==> src/panel_ctrl_pkg.sv <==
// shared definitions for the LED panel command front end
// geometry, opcodes, dispatcher states and bus structs

package panel_ctrl_pkg;

    // panel geometry, 32 rows by 64 columns, two bytes per pixel
    localparam int row_bits = 5;
    localparam int col_bits = 6;
    localparam int mem_addr_bits = row_bits + col_bits + 1;
    localparam int mem_depth = 2 ** mem_addr_bits;

    // number of bit-planes in the brightness mask
    localparam int brightness_levels = 6;

    typedef logic [row_bits-1:0] row_addr_t;
    typedef logic [col_bits-1:0] col_addr_t;

    // row, column, byte select
    typedef logic [mem_addr_bits-1:0] mem_addr_t;

    typedef logic [brightness_levels-1:0] brightness_t;

    typedef enum logic [7:0] {
        red_on          = 8'h01,
        red_off         = 8'h02,
        green_on        = 8'h03,
        green_off       = 8'h04,
        blue_on         = 8'h05,
        blue_off        = 8'h06,
        bright_zero     = 8'h10,
        bright_one      = 8'h11,
        bright_two      = 8'h12,
        bright_three    = 8'h13,
        bright_four     = 8'h14,
        bright_five     = 8'h15,
        bright_six      = 8'h16,
        bright_nine     = 8'h19,
        read_brightness = 8'h20,
        read_pixel      = 8'h21,
        blank_panel     = 8'h22
    } opcode_t;

    typedef enum logic [1:0] {
        st_idle,
        st_read_brightness,
        st_read_pixel,
        st_blank_panel
    } ctrl_state_t;

    // one received byte, read as payload or cast to opcode_t
    typedef struct packed {
        logic [7:0] payload;
    } cmd_byte_t;

    typedef struct packed {
        logic       we;
        mem_addr_t  addr;
        logic [7:0] data;
    } mem_write_t;

endpackage

==> src/cmd_dispatch.sv <==
// command dispatcher for the LED panel front end
// decodes opcodes, holds colour and brightness, routes argument bytes

`timescale 1ns/1ps

module cmd_dispatch (
    input  logic                        clk_in,
    input  logic                        reset,
    input  panel_ctrl_pkg::cmd_byte_t   cmd,
    input  logic                        cmd_valid,
    output logic                        cmd_ready,
    output logic [2:0]                  rgb_enable,
    output panel_ctrl_pkg::brightness_t brightness,
    output logic                        arg_valid,
    output panel_ctrl_pkg::cmd_byte_t   arg,
    output logic                        blank_start,
    input  logic                        pixel_done,
    input  logic                        blank_done
);

    panel_ctrl_pkg::ctrl_state_t state;
    panel_ctrl_pkg::opcode_t     opcode;
    logic                        xfer;
    logic                        decode;
    logic [2:0]                  plane_sel;

    assign opcode = panel_ctrl_pkg::opcode_t'(cmd.payload);

    // input is held off only during the blank sweep
    assign cmd_ready = (state != panel_ctrl_pkg::st_blank_panel);
    assign xfer = cmd_valid && cmd_ready;

    // a new opcode may follow in the same cycle the pixel writer finishes
    assign decode = xfer && ((state == panel_ctrl_pkg::st_idle) ||
                    (state == panel_ctrl_pkg::st_read_pixel && pixel_done));

    assign arg_valid = xfer && (state == panel_ctrl_pkg::st_read_pixel) && !pixel_done;
    assign arg = cmd;

    assign blank_start = decode && (opcode == panel_ctrl_pkg::blank_panel);

    // bright_one hits the top plane, bright_six the lowest
    assign plane_sel = 3'(panel_ctrl_pkg::brightness_levels) - cmd.payload[2:0];

    always_ff @(posedge clk_in) begin
        if (reset) begin
            state <= panel_ctrl_pkg::st_idle;
            rgb_enable <= 3'b111;
            brightness <= '1;
        end else begin
            case (state)
                panel_ctrl_pkg::st_read_brightness: begin
                    if (xfer) begin
                        brightness <= cmd.payload[panel_ctrl_pkg::brightness_levels-1:0];
                        state <= panel_ctrl_pkg::st_idle;
                    end
                end
                panel_ctrl_pkg::st_read_pixel: begin
                    if (pixel_done) begin
                        state <= panel_ctrl_pkg::st_idle;
                    end
                end
                panel_ctrl_pkg::st_blank_panel: begin
                    if (blank_done) begin
                        state <= panel_ctrl_pkg::st_idle;
                    end
                end
                default: begin
                end
            endcase

            if (decode) begin
                case (opcode)
                    panel_ctrl_pkg::red_on:    rgb_enable[0] <= 1'b1;
                    panel_ctrl_pkg::red_off:   rgb_enable[0] <= 1'b0;
                    panel_ctrl_pkg::green_on:  rgb_enable[1] <= 1'b1;
                    panel_ctrl_pkg::green_off: rgb_enable[1] <= 1'b0;
                    panel_ctrl_pkg::blue_on:   rgb_enable[2] <= 1'b1;
                    panel_ctrl_pkg::blue_off:  rgb_enable[2] <= 1'b0;
                    panel_ctrl_pkg::bright_zero: begin
                        brightness <= '0;
                    end
                    panel_ctrl_pkg::bright_nine: begin
                        brightness <= '1;
                    end
                    panel_ctrl_pkg::bright_one, panel_ctrl_pkg::bright_two,
                    panel_ctrl_pkg::bright_three, panel_ctrl_pkg::bright_four,
                    panel_ctrl_pkg::bright_five, panel_ctrl_pkg::bright_six: begin
                        brightness[plane_sel] <= ~brightness[plane_sel];
                    end
                    panel_ctrl_pkg::read_brightness: begin
                        state <= panel_ctrl_pkg::st_read_brightness;
                    end
                    panel_ctrl_pkg::read_pixel: begin
                        state <= panel_ctrl_pkg::st_read_pixel;
                    end
                    panel_ctrl_pkg::blank_panel: begin
                        state <= panel_ctrl_pkg::st_blank_panel;
                    end
                    // unknown opcodes are dropped
                    default: begin
                    end
                endcase
            end
        end
    end

endmodule

==> src/pixel_writer.sv <==
// read-pixel handler
// gathers row, column and two data bytes, then writes both bytes to frame memory

`timescale 1ns/1ps

module pixel_writer (
    input  logic                       clk_in,
    input  logic                       reset,
    input  logic                       arg_valid,
    input  panel_ctrl_pkg::cmd_byte_t  arg,
    output panel_ctrl_pkg::mem_write_t mem_wr,
    output logic                       done
);

    // argument index: row, column, first byte, second byte
    logic [1:0]                arg_count;
    panel_ctrl_pkg::row_addr_t row;
    panel_ctrl_pkg::col_addr_t col;
    logic                      data_arg;

    assign data_arg = arg_valid && arg_count[1];

    always_ff @(posedge clk_in) begin
        if (reset) begin
            arg_count <= 2'd0;
        end else if (arg_valid) begin
            arg_count <= arg_count + 2'd1;
        end
    end

    always_ff @(posedge clk_in) begin
        if (arg_valid && arg_count == 2'd0) begin
            row <= arg.payload[panel_ctrl_pkg::row_bits-1:0];
        end
        if (arg_valid && arg_count == 2'd1) begin
            col <= arg.payload[panel_ctrl_pkg::col_bits-1:0];
        end
    end

    // first data byte lands at byte select 1, the second at 0
    always_ff @(posedge clk_in) begin
        if (reset) begin
            mem_wr <= '0;
            done <= 1'b0;
        end else begin
            mem_wr <= '0;
            done <= 1'b0;
            if (data_arg) begin
                mem_wr.we <= 1'b1;
                mem_wr.addr <= {row, col, ~arg_count[0]};
                mem_wr.data <= arg.payload;
                done <= arg_count[0];
            end
        end
    end

endmodule

==> src/panel_blanker.sv <==
// blank-panel handler
// sweeps every frame-memory byte once, writing zero

`timescale 1ns/1ps

module panel_blanker (
    input  logic                       clk_in,
    input  logic                       reset,
    input  logic                       start,
    output panel_ctrl_pkg::mem_write_t mem_wr,
    output logic                       done
);

    logic                      busy;
    panel_ctrl_pkg::mem_addr_t addr;
    logic                      last;

    assign last = (addr == panel_ctrl_pkg::mem_addr_t'(panel_ctrl_pkg::mem_depth - 1));

    // counter wraps back to zero after the last byte
    always_ff @(posedge clk_in) begin
        if (reset) begin
            busy <= 1'b0;
            addr <= '0;
        end else if (busy) begin
            addr <= addr + panel_ctrl_pkg::mem_addr_t'(1);
            if (last) begin
                busy <= 1'b0;
            end
        end else if (start) begin
            busy <= 1'b1;
            addr <= '0;
        end
    end

    always_comb begin
        mem_wr = '0;
        mem_wr.we = busy;
        mem_wr.addr = busy ? addr : '0;
    end

    assign done = busy && last;

endmodule

==> src/panel_ctrl_top.sv <==
// LED panel command front end
// byte commands in, colour and brightness state and frame-memory writes out

`timescale 1ns/1ps

module panel_ctrl_top (
    input  logic                        clk_in,
    input  logic                        reset,
    input  panel_ctrl_pkg::cmd_byte_t   cmd,
    input  logic                        cmd_valid,
    output logic                        cmd_ready,
    output logic [2:0]                  rgb_enable,
    output panel_ctrl_pkg::brightness_t brightness,
    output panel_ctrl_pkg::mem_write_t  mem_wr
);

    logic                       arg_valid;
    panel_ctrl_pkg::cmd_byte_t  arg;
    logic                       blank_start;
    logic                       pixel_done;
    logic                       blank_done;
    panel_ctrl_pkg::mem_write_t pixel_wr;
    panel_ctrl_pkg::mem_write_t blank_wr;

    cmd_dispatch u_dispatch (
        .clk_in      (clk_in),
        .reset       (reset),
        .cmd         (cmd),
        .cmd_valid   (cmd_valid),
        .cmd_ready   (cmd_ready),
        .rgb_enable  (rgb_enable),
        .brightness  (brightness),
        .arg_valid   (arg_valid),
        .arg         (arg),
        .blank_start (blank_start),
        .pixel_done  (pixel_done),
        .blank_done  (blank_done)
    );

    pixel_writer u_pixel_writer (
        .clk_in    (clk_in),
        .reset     (reset),
        .arg_valid (arg_valid),
        .arg       (arg),
        .mem_wr    (pixel_wr),
        .done      (pixel_done)
    );

    panel_blanker u_blanker (
        .clk_in (clk_in),
        .reset  (reset),
        .start  (blank_start),
        .mem_wr (blank_wr),
        .done   (blank_done)
    );

    // idle handler drives all zero, so OR is enough
    assign mem_wr = panel_ctrl_pkg::mem_write_t'(pixel_wr | blank_wr);

endmodule

==> config.mk <==
export PLATFORM = sky130hd
export DESIGN_NAME = panel_ctrl_top
export DESIGN_NICKNAME = d
export VERILOG_FILES = /design/src/panel_ctrl_pkg.sv /design/src/cmd_dispatch.sv /design/src/pixel_writer.sv /design/src/panel_blanker.sv /design/src/panel_ctrl_top.sv
export SDC_FILE = /design/constraint.sdc
export NUM_CORES = 1
export LEC_CHECK = 0
export BUFFER_PORTS_ARGS = -buffer_cell sky130_fd_sc_hd__clkbuf_2
export CORE_UTILIZATION = 53
export CTS_BUF_LIST = sky130_fd_sc_hd__clkbuf_8
export CTS_CLUSTER_SIZE = 16
export DETAILED_ROUTE_END_ITERATION = 12
export HOLD_SLACK_MARGIN = 0.02
export PLACE_DENSITY_LB_ADDON = 0.12
export RECOVER_POWER = 100
export SLEW_MARGIN = 30
export SYNTH_ARGS = -nofsm -noshare
export SYNTH_HDL_FRONTEND = slang
export SYNTH_SLANG_ARGS = --single-unit
export TNS_END_PERCENT = 50
==> constraint.sdc <==
create_clock -name clk_in -period 1.5 [get_ports clk_in]
set_input_delay 0.075 -clock clk_in [delete_from_list [all_inputs] [get_ports clk_in]]
set_output_delay 0.075 -clock clk_in [all_outputs]
set_load 0.005 [all_outputs]
==> results of run 1 <==
-- sequential cells by signal, indices dropped and copies added, names as in the netlist --
name                      count
u_blanker.addr               12
u_blanker.busy                1
u_dispatch.brightness         6
u_dispatch.rgb_enable         3
u_dispatch.state              2
u_pixel_writer.arg_count      2
u_pixel_writer.col            6
u_pixel_writer.done           1
u_pixel_writer.mem_wr        21
u_pixel_writer.row            5
-- cell type report --
cell class	count	area [um^2]
clock buffers	10	137.6
clock inverters	6	26.28
fillers	357	1249
inverters	9	33.78
multi-input cells	192	1396
flip-flops and latches	59	1295
well taps	67	83.83
repair buffers	96	626.9
-- metrics by stage --
| stage | setup TNS, ns | setup WS [ns] | hold WS (ns) | power, mW |
|---|---|---|---|---|
| detailed placement | -2.404 | -0.1779 | 0.3761 | 1.890 |
| global placement | -0.8933 | -0.1025 | 0.3678 | 1.888 |
| floorplan | -0.1608 | -0.04643 | 0.1739 | 1.762 |
| finish | -0.01132 | -0.01132 | 0.07380 | 3.086 |
| global route | -0.09753 | -0.02393 | 0.07045 | 3.220 |
| CTS | 0 | 0.006594 | 0.02479 | 3.101 |
-- cell usage in the layout, fill, tap and decap left out, types with 2 or more instances in the layout --
master and n:
nor4_1 4, edfxtp_1 11, o21ai_1 3, clkbuf_2 38, or3_1 4, o21ai_0 5
xnor2_1 2, nor3_1 3, mux2i_1 4, a311oi_1 2, a31oi_1 8, nor2_1 12
dfxtp_1 45, dfxtp_2 3, ha_1 7, inv_1 12, a21oi_1 15, and2_1 21
buf_6 2, nor2b_1 4, clkbuf_8 10, mux2_2 3, and3_1 8, nand3b_1 3
clkbuf_1 5, nand2b_1 4, o221ai_2 2, nand2_1 9, a31o_2 3, nor3_2 2
a21o_1 13, clkinv_2 3, nand4_1 6, nand3_1 11, or2_2 8, buf_4 50
-- repair_timing --
action / in CTS / in global routing
hold buffers: 0 / 0
pin swaps: 3 / 2
setup endpoints to repair: 21 / 35
gates resized for setup: 5 / 18
buffers inserted: 3 / 0
-- layer usage --
layer  track usage  routed length [um]  up-vias
met3       0.07133                 305        4
met1        0.3342                2892     1198
li1              -                   -     1192
met5             0                   0        -
met4       0.07906                  38        0
met2        0.4434                3518       60
-- power by group through the flow --
stage | logic [mW] | clock network, mW | registers, mW
after global placement | 0.235 | 0 | 1.65
after floorplan | 0.109 | 0 | 1.65
after global routing | 0.272 | 1.33 | 1.62
after detailed placement | 0.238 | 0 | 1.65
final | 0.252 | 1.22 | 1.62
after CTS | 0.240 | 1.24 | 1.62
-- critical path, cell delays in order, from the launching register on --
cell      delay (ns)
dfxtp_2         0.33
buf_4           0.13
nand3b_1        0.21
buf_6           0.16
buf_4           0.15
o32ai_2         0.12
o21ai_1         0.09
a31oi_1         0.23
-- cell families (layout without fill, tap and decap cells) --
logic type / after synthesis / after routing / share of synthesized area
AO/OA/AOI/OAI: 65 / 65 / 0.1690
XOR/XNOR: 3 / 3 / 0.009591
adder cells (fa/ha/maj): 8 / 8 / 0.03653
buffers and inverters: 31 / 121 / 0.05388
flip-flops: 59 / 59 / 0.4712
multiplexers: 7 / 7 / 0.02694
AND/OR/NAND/NOR: 109 / 109 / 0.2329
-- worst paths after layout --
kind | start | to | slack [ns]
worst max-delay path | u_dispatch.state[1] | u_dispatch.brightness[0] | -0.01
worst min-delay path | cmd[7] | u_pixel_writer.mem_wr[7] | 0.07
worst max register to register | u_dispatch.state[1] | u_dispatch.brightness[0] | -0.01
worst min register to register | u_pixel_writer.col[4] | u_pixel_writer.mem_wr[13] | 0.44
==> impl_metrics.ini, run 1 <==
[pwr]
p_sw_mw = 0.7405
leakagePower_nw = 1.598
combPwrFrac = 0.082
pwr-share-seq = 0.524
clockPowerShare = 0.394
power_density_mw_per_mm2 = 857.2
p_int_mw = 2.345
ir_drop_mv = 0.5152
switching_share = 0.2400

[sta]
max_slew_margin = 0.6759
min_period_ns = 1.511
fin_ws_ns = -0.01132
tightest_slew_ns = 0.4861
drv_slew = 0
finalSetupViolations = 1
min_period_over_period = 1.008
report.final.hold_viol_count = 0
final.setup_skew_ns = 0.007388
rsz0062_at_grt = yes
fmax_ghz = 0.6617

[logic_synthesis]
ys_seq_area_frac = 0.4712
post_synth_num_cell_types = 49
yosys.area.top_type = dfxtp_1
syn-num-nets = 301
synth.area.top_cells = dfxtp_1 (35%), edfxtp_1 (12%), and2_1 (4.8%)
yosys.area.top_type_share = 0.3507
postSynthAreaPerCell_um2 = 9.717
synthArstFlopShare = 0
ys_warn_count = 0
synth-edff-count = 11
synth_cells = 282
synthesis.area_mm2 = 0.002740
synth-seq-cells = 59
yosysMostFrequentCell = dfxtp_1
synth_ff_type = dfxtp_1
synth_common_cells = dfxtp_1 (48), and2_1 (21), a21oi_1 (16)

[run]
maxCapViolCount = 0

[placed_design]
placed_area_mm2 = 0.003328
dpl.cell_count = 420
io_buffer_count = 41
gp_congestion = 0.8702
hpwl_um = 4838

[routing]
first_iter_violations = 157
wire_per_inst_um = 15.39
routed_wl_um = 6755
vias = 2454
via_per_inst = 5.590
dr.pass1.iters = 4
drc = 0
drtAntennaViolNets = 0

[hold_path]
hold-path-cell-count = 3
min_path_type = in -> reg

[run_status]
violations = negative setup slack
status = complete, but fails checks

[global_routing]
grt-ovfl-total = 0
grt_pass1_vias = 2334
grt_start_max_net_pins = 16
antenna_found_initial = 0
grt_pass1_wl_um = 10800
grtUsageTotal = 0.2650

[layout]
nets = 386
diodes = 0
drive_gt1_frac = 0.3737
area.growth.synth_to_final_pct = 31.37
fin_util = 0.7425
final_cells = 439
final_area_mm2 = 0.003600

[critical_path]
critPathCaptureType = flop
critPathKind = reg -> reg
cp_max_fo = 5
cp.required_ns = 1.74
cp.arrival_ns = 1.75
reg2reg_depth = 7
start_kind = flop

[clocking]
htree_levels = 3
cts.path.max_buffers = 2
clock_latency_ns = 0.33
clock-root-buffer = clkbuf_8
cts.sinks = 59
cts_tree = built
cts_buffers = 9
clk_pin_slew_worst_paths_ns = 0.07

[floorplanning]
fp.coreArea_mm2 = 0.004848
die_h_um = 73.91
die-area_mm2 = 0.005462
initial_core_util = 0.5652
row_count = 25
ioPinCount = 42
die_w_um = 73.91
Note: power is estimated with default switching activity, not from simulation.
==> inputs of run 2 (changes only) <==
--- a/config.mk
+++ b/config.mk
@@ -11,7 +11,7 @@
 export CTS_CLUSTER_SIZE = 16
 export DETAILED_ROUTE_END_ITERATION = 12
 export HOLD_SLACK_MARGIN = 0.02
-export PLACE_DENSITY_LB_ADDON = 0.12
+export PLACE_DENSITY = 0.78
 export RECOVER_POWER = 100
 export SLEW_MARGIN = 30
 export SYNTH_ARGS = -nofsm -noshare
==> impl_metrics.ini, run 2 (synthesis gave the netlist of run 1 again) <==
[pwr]
p_total_mw = 3.310
leakagePower_nw = 1.632
pwr-share-seq = 0.488
power_density_mw_per_mm2 = 886.7
p_sw_mw = 0.8291
combPwrFrac = 0.078
clockPowerShare = 0.434
p_int_mw = 2.481
ir_drop_mv = 0.6198
switching_share = 0.2504

[placed_design]
gp_congestion = 0.9316
io_buffer_count = 41
dpl.cell_count = 411
hpwl_um = 4741

[layout]
largest-register = u_pixel_writer.mem_wr
final_cells = 446
nets = 393
drive_gt1_frac = 0.3773
layout_commonest_cell = buf_4
largest_reg_flops = 21
area.growth.synth_to_final_pct = 36.26
final_cell_mix = buf_4 (50), dfxtp_1 (45), clkbuf_2 (33), and2_1 (21), a21oi_1 (14)
top_regs = u_pixel_writer.mem_wr (21), u_blanker.addr (12)
diodes = 0

[routing]
routed_wl_um = 8183
first_iter_violations = 245
drc = 0
wire_per_inst_um = 18.35
vias = 2658
via_per_inst = 5.960
drtAntennaViolNets = 0
dr.pass1.iters = 5

[critical_path]
start_kind = flop
cp_slowest_stage_delay_ns = 0.36
critPathKind = reg -> reg
critPathCaptureType = flop
cp_max_fo = 7
crit_chain = buf_12 > nor4bb_4 > nand4_1 > buf_6 > a21oi_1 > nor2_1
slowest_stage = dfxtp_4
cp.required_ns = 1.72
cp.arrival_ns = 1.81

[run_status]
violations = negative setup slack
status = complete, but fails checks

[clocking]
cts.path.max_buffers = 2
cts_buffers = 9
htree_levels = 3
clk_pin_slew_worst_paths_ns = 0.09
clock-root-buffer = clkbuf_8
cts_tree = built
cts.sinks = 59
clock_latency_ns = 0.35

[sta]
final.setup_skew_ns = 0.02174
finalSetupViolations = 14
fmax_ghz = 0.6309
min_period_over_period = 1.057
report.final.hold_viol_count = 0
min_period_ns = 1.585
fin_ws_ns = -0.08509
max_slew_margin = 0.5523
rsz0062_at_grt = yes
drv_slew = 0
tns_ns = -0.6646
tightest_slew_ns = 0.6716

[global_routing]
grt_pass1_vias = 2296
grt_start_max_net_pins = 22
grt-ovfl-total = 0
grt_pass1_wl_um = 11100
grtUsageTotal = 0.2785
antenna_found_initial = 0

[floorplanning]
initial_core_util = 0.5652
die_w_um = 73.91
fp.coreArea_mm2 = 0.004848
row_count = 25
ioPinCount = 42
die_h_um = 73.91
die-area_mm2 = 0.005462

[hold_path]
min_path_type = in -> reg

[run]
maxCapViolCount = 0
## run 2: cell count changes in the layout (fill, tap and decap cells not counted), sizes merged
| cell | change |
|---|---|
| inv | -1 |
| clkinvlp | +1 |
| clkbuf | +3 |
| bufinv | +1 |
| dlygate4sd3 | +2 |
| buf | +1 |
## run 2: final cells by class
class	count	area, um^2
clock buffers	9	123.9
repair buffers	103	685.7
clock inverters	7	71.32
flip-flops and latches	59	1297
well taps	67	83.83
multi-input cells	192	1438
inverters	9	33.78
fillers	315	1115
## run 2: per-layer routing
layer  up-vias  wire length, um  track usage
met5         -                0            0
met4         0              446       0.1325
met3        52              609      0.08916
met2       168             3982       0.4394
met1      1235             3145       0.3455
li1       1203                -            -
## run 2: final timing paths
path	start	to	slack [ns]	cells past startpoint
max reg2reg	u_blanker.busy	u_blanker.addr[6]	-0.09	6
max	u_blanker.busy	u_blanker.addr[6]	-0.09	6
min reg2reg	u_pixel_writer.row[1]	u_pixel_writer.mem_wr[16]	0.45	1
min	reset	u_pixel_writer.arg_count[1]	0.05	2
## run 2: worst max-delay path, delay by kind of cell, from the launching register on
kind / cells / cell delay, ns
simple gates: 3 / 0.61
buf+inv: 2 / 0.36
compound gates: 1 / 0.14
flops: 1 / 0.36
## run 2: through the flow
step / area, um^2 / setup WS (ns) / hold slack (ns) / util
finish: 3734 / -0.08509 / 0.04515 / 0.7701
global route: 3734 / -0.1281 / 0.07065 / 0.7701
CTS: 3521 / 0.003258 / 0.03781 / 0.7262
detailed placement: 3261 / -0.1921 / 0.3599 / 0.6725
global placement: 3261 / -0.07787 / 0.3491 / 0.6725
floorplan: 2751 / -0.04643 / 0.1739 / -
## run 2: power groups by stage
stage               logic (mW)  clock network (mW)  registers [mW]
finish                   0.258                1.44            1.62
global route             0.270                1.52            1.61
CTS                      0.225                1.44            1.62
detailed placement       0.218                   0            1.65
global placement         0.215                   0            1.65
floorplan                0.109                   0            1.65
## run 2: repair_timing
item / 4_1_cts / 5_1_grt
resized for setup: 5 / 28
gates cloned: 0 / 2
hold buffers: 2 / 0
pin swaps: 2 / 7
endpoints found under the setup margin: 12 / 37
buffers inserted: 4 / 12
endpoints found under the hold margin: 2 / 0
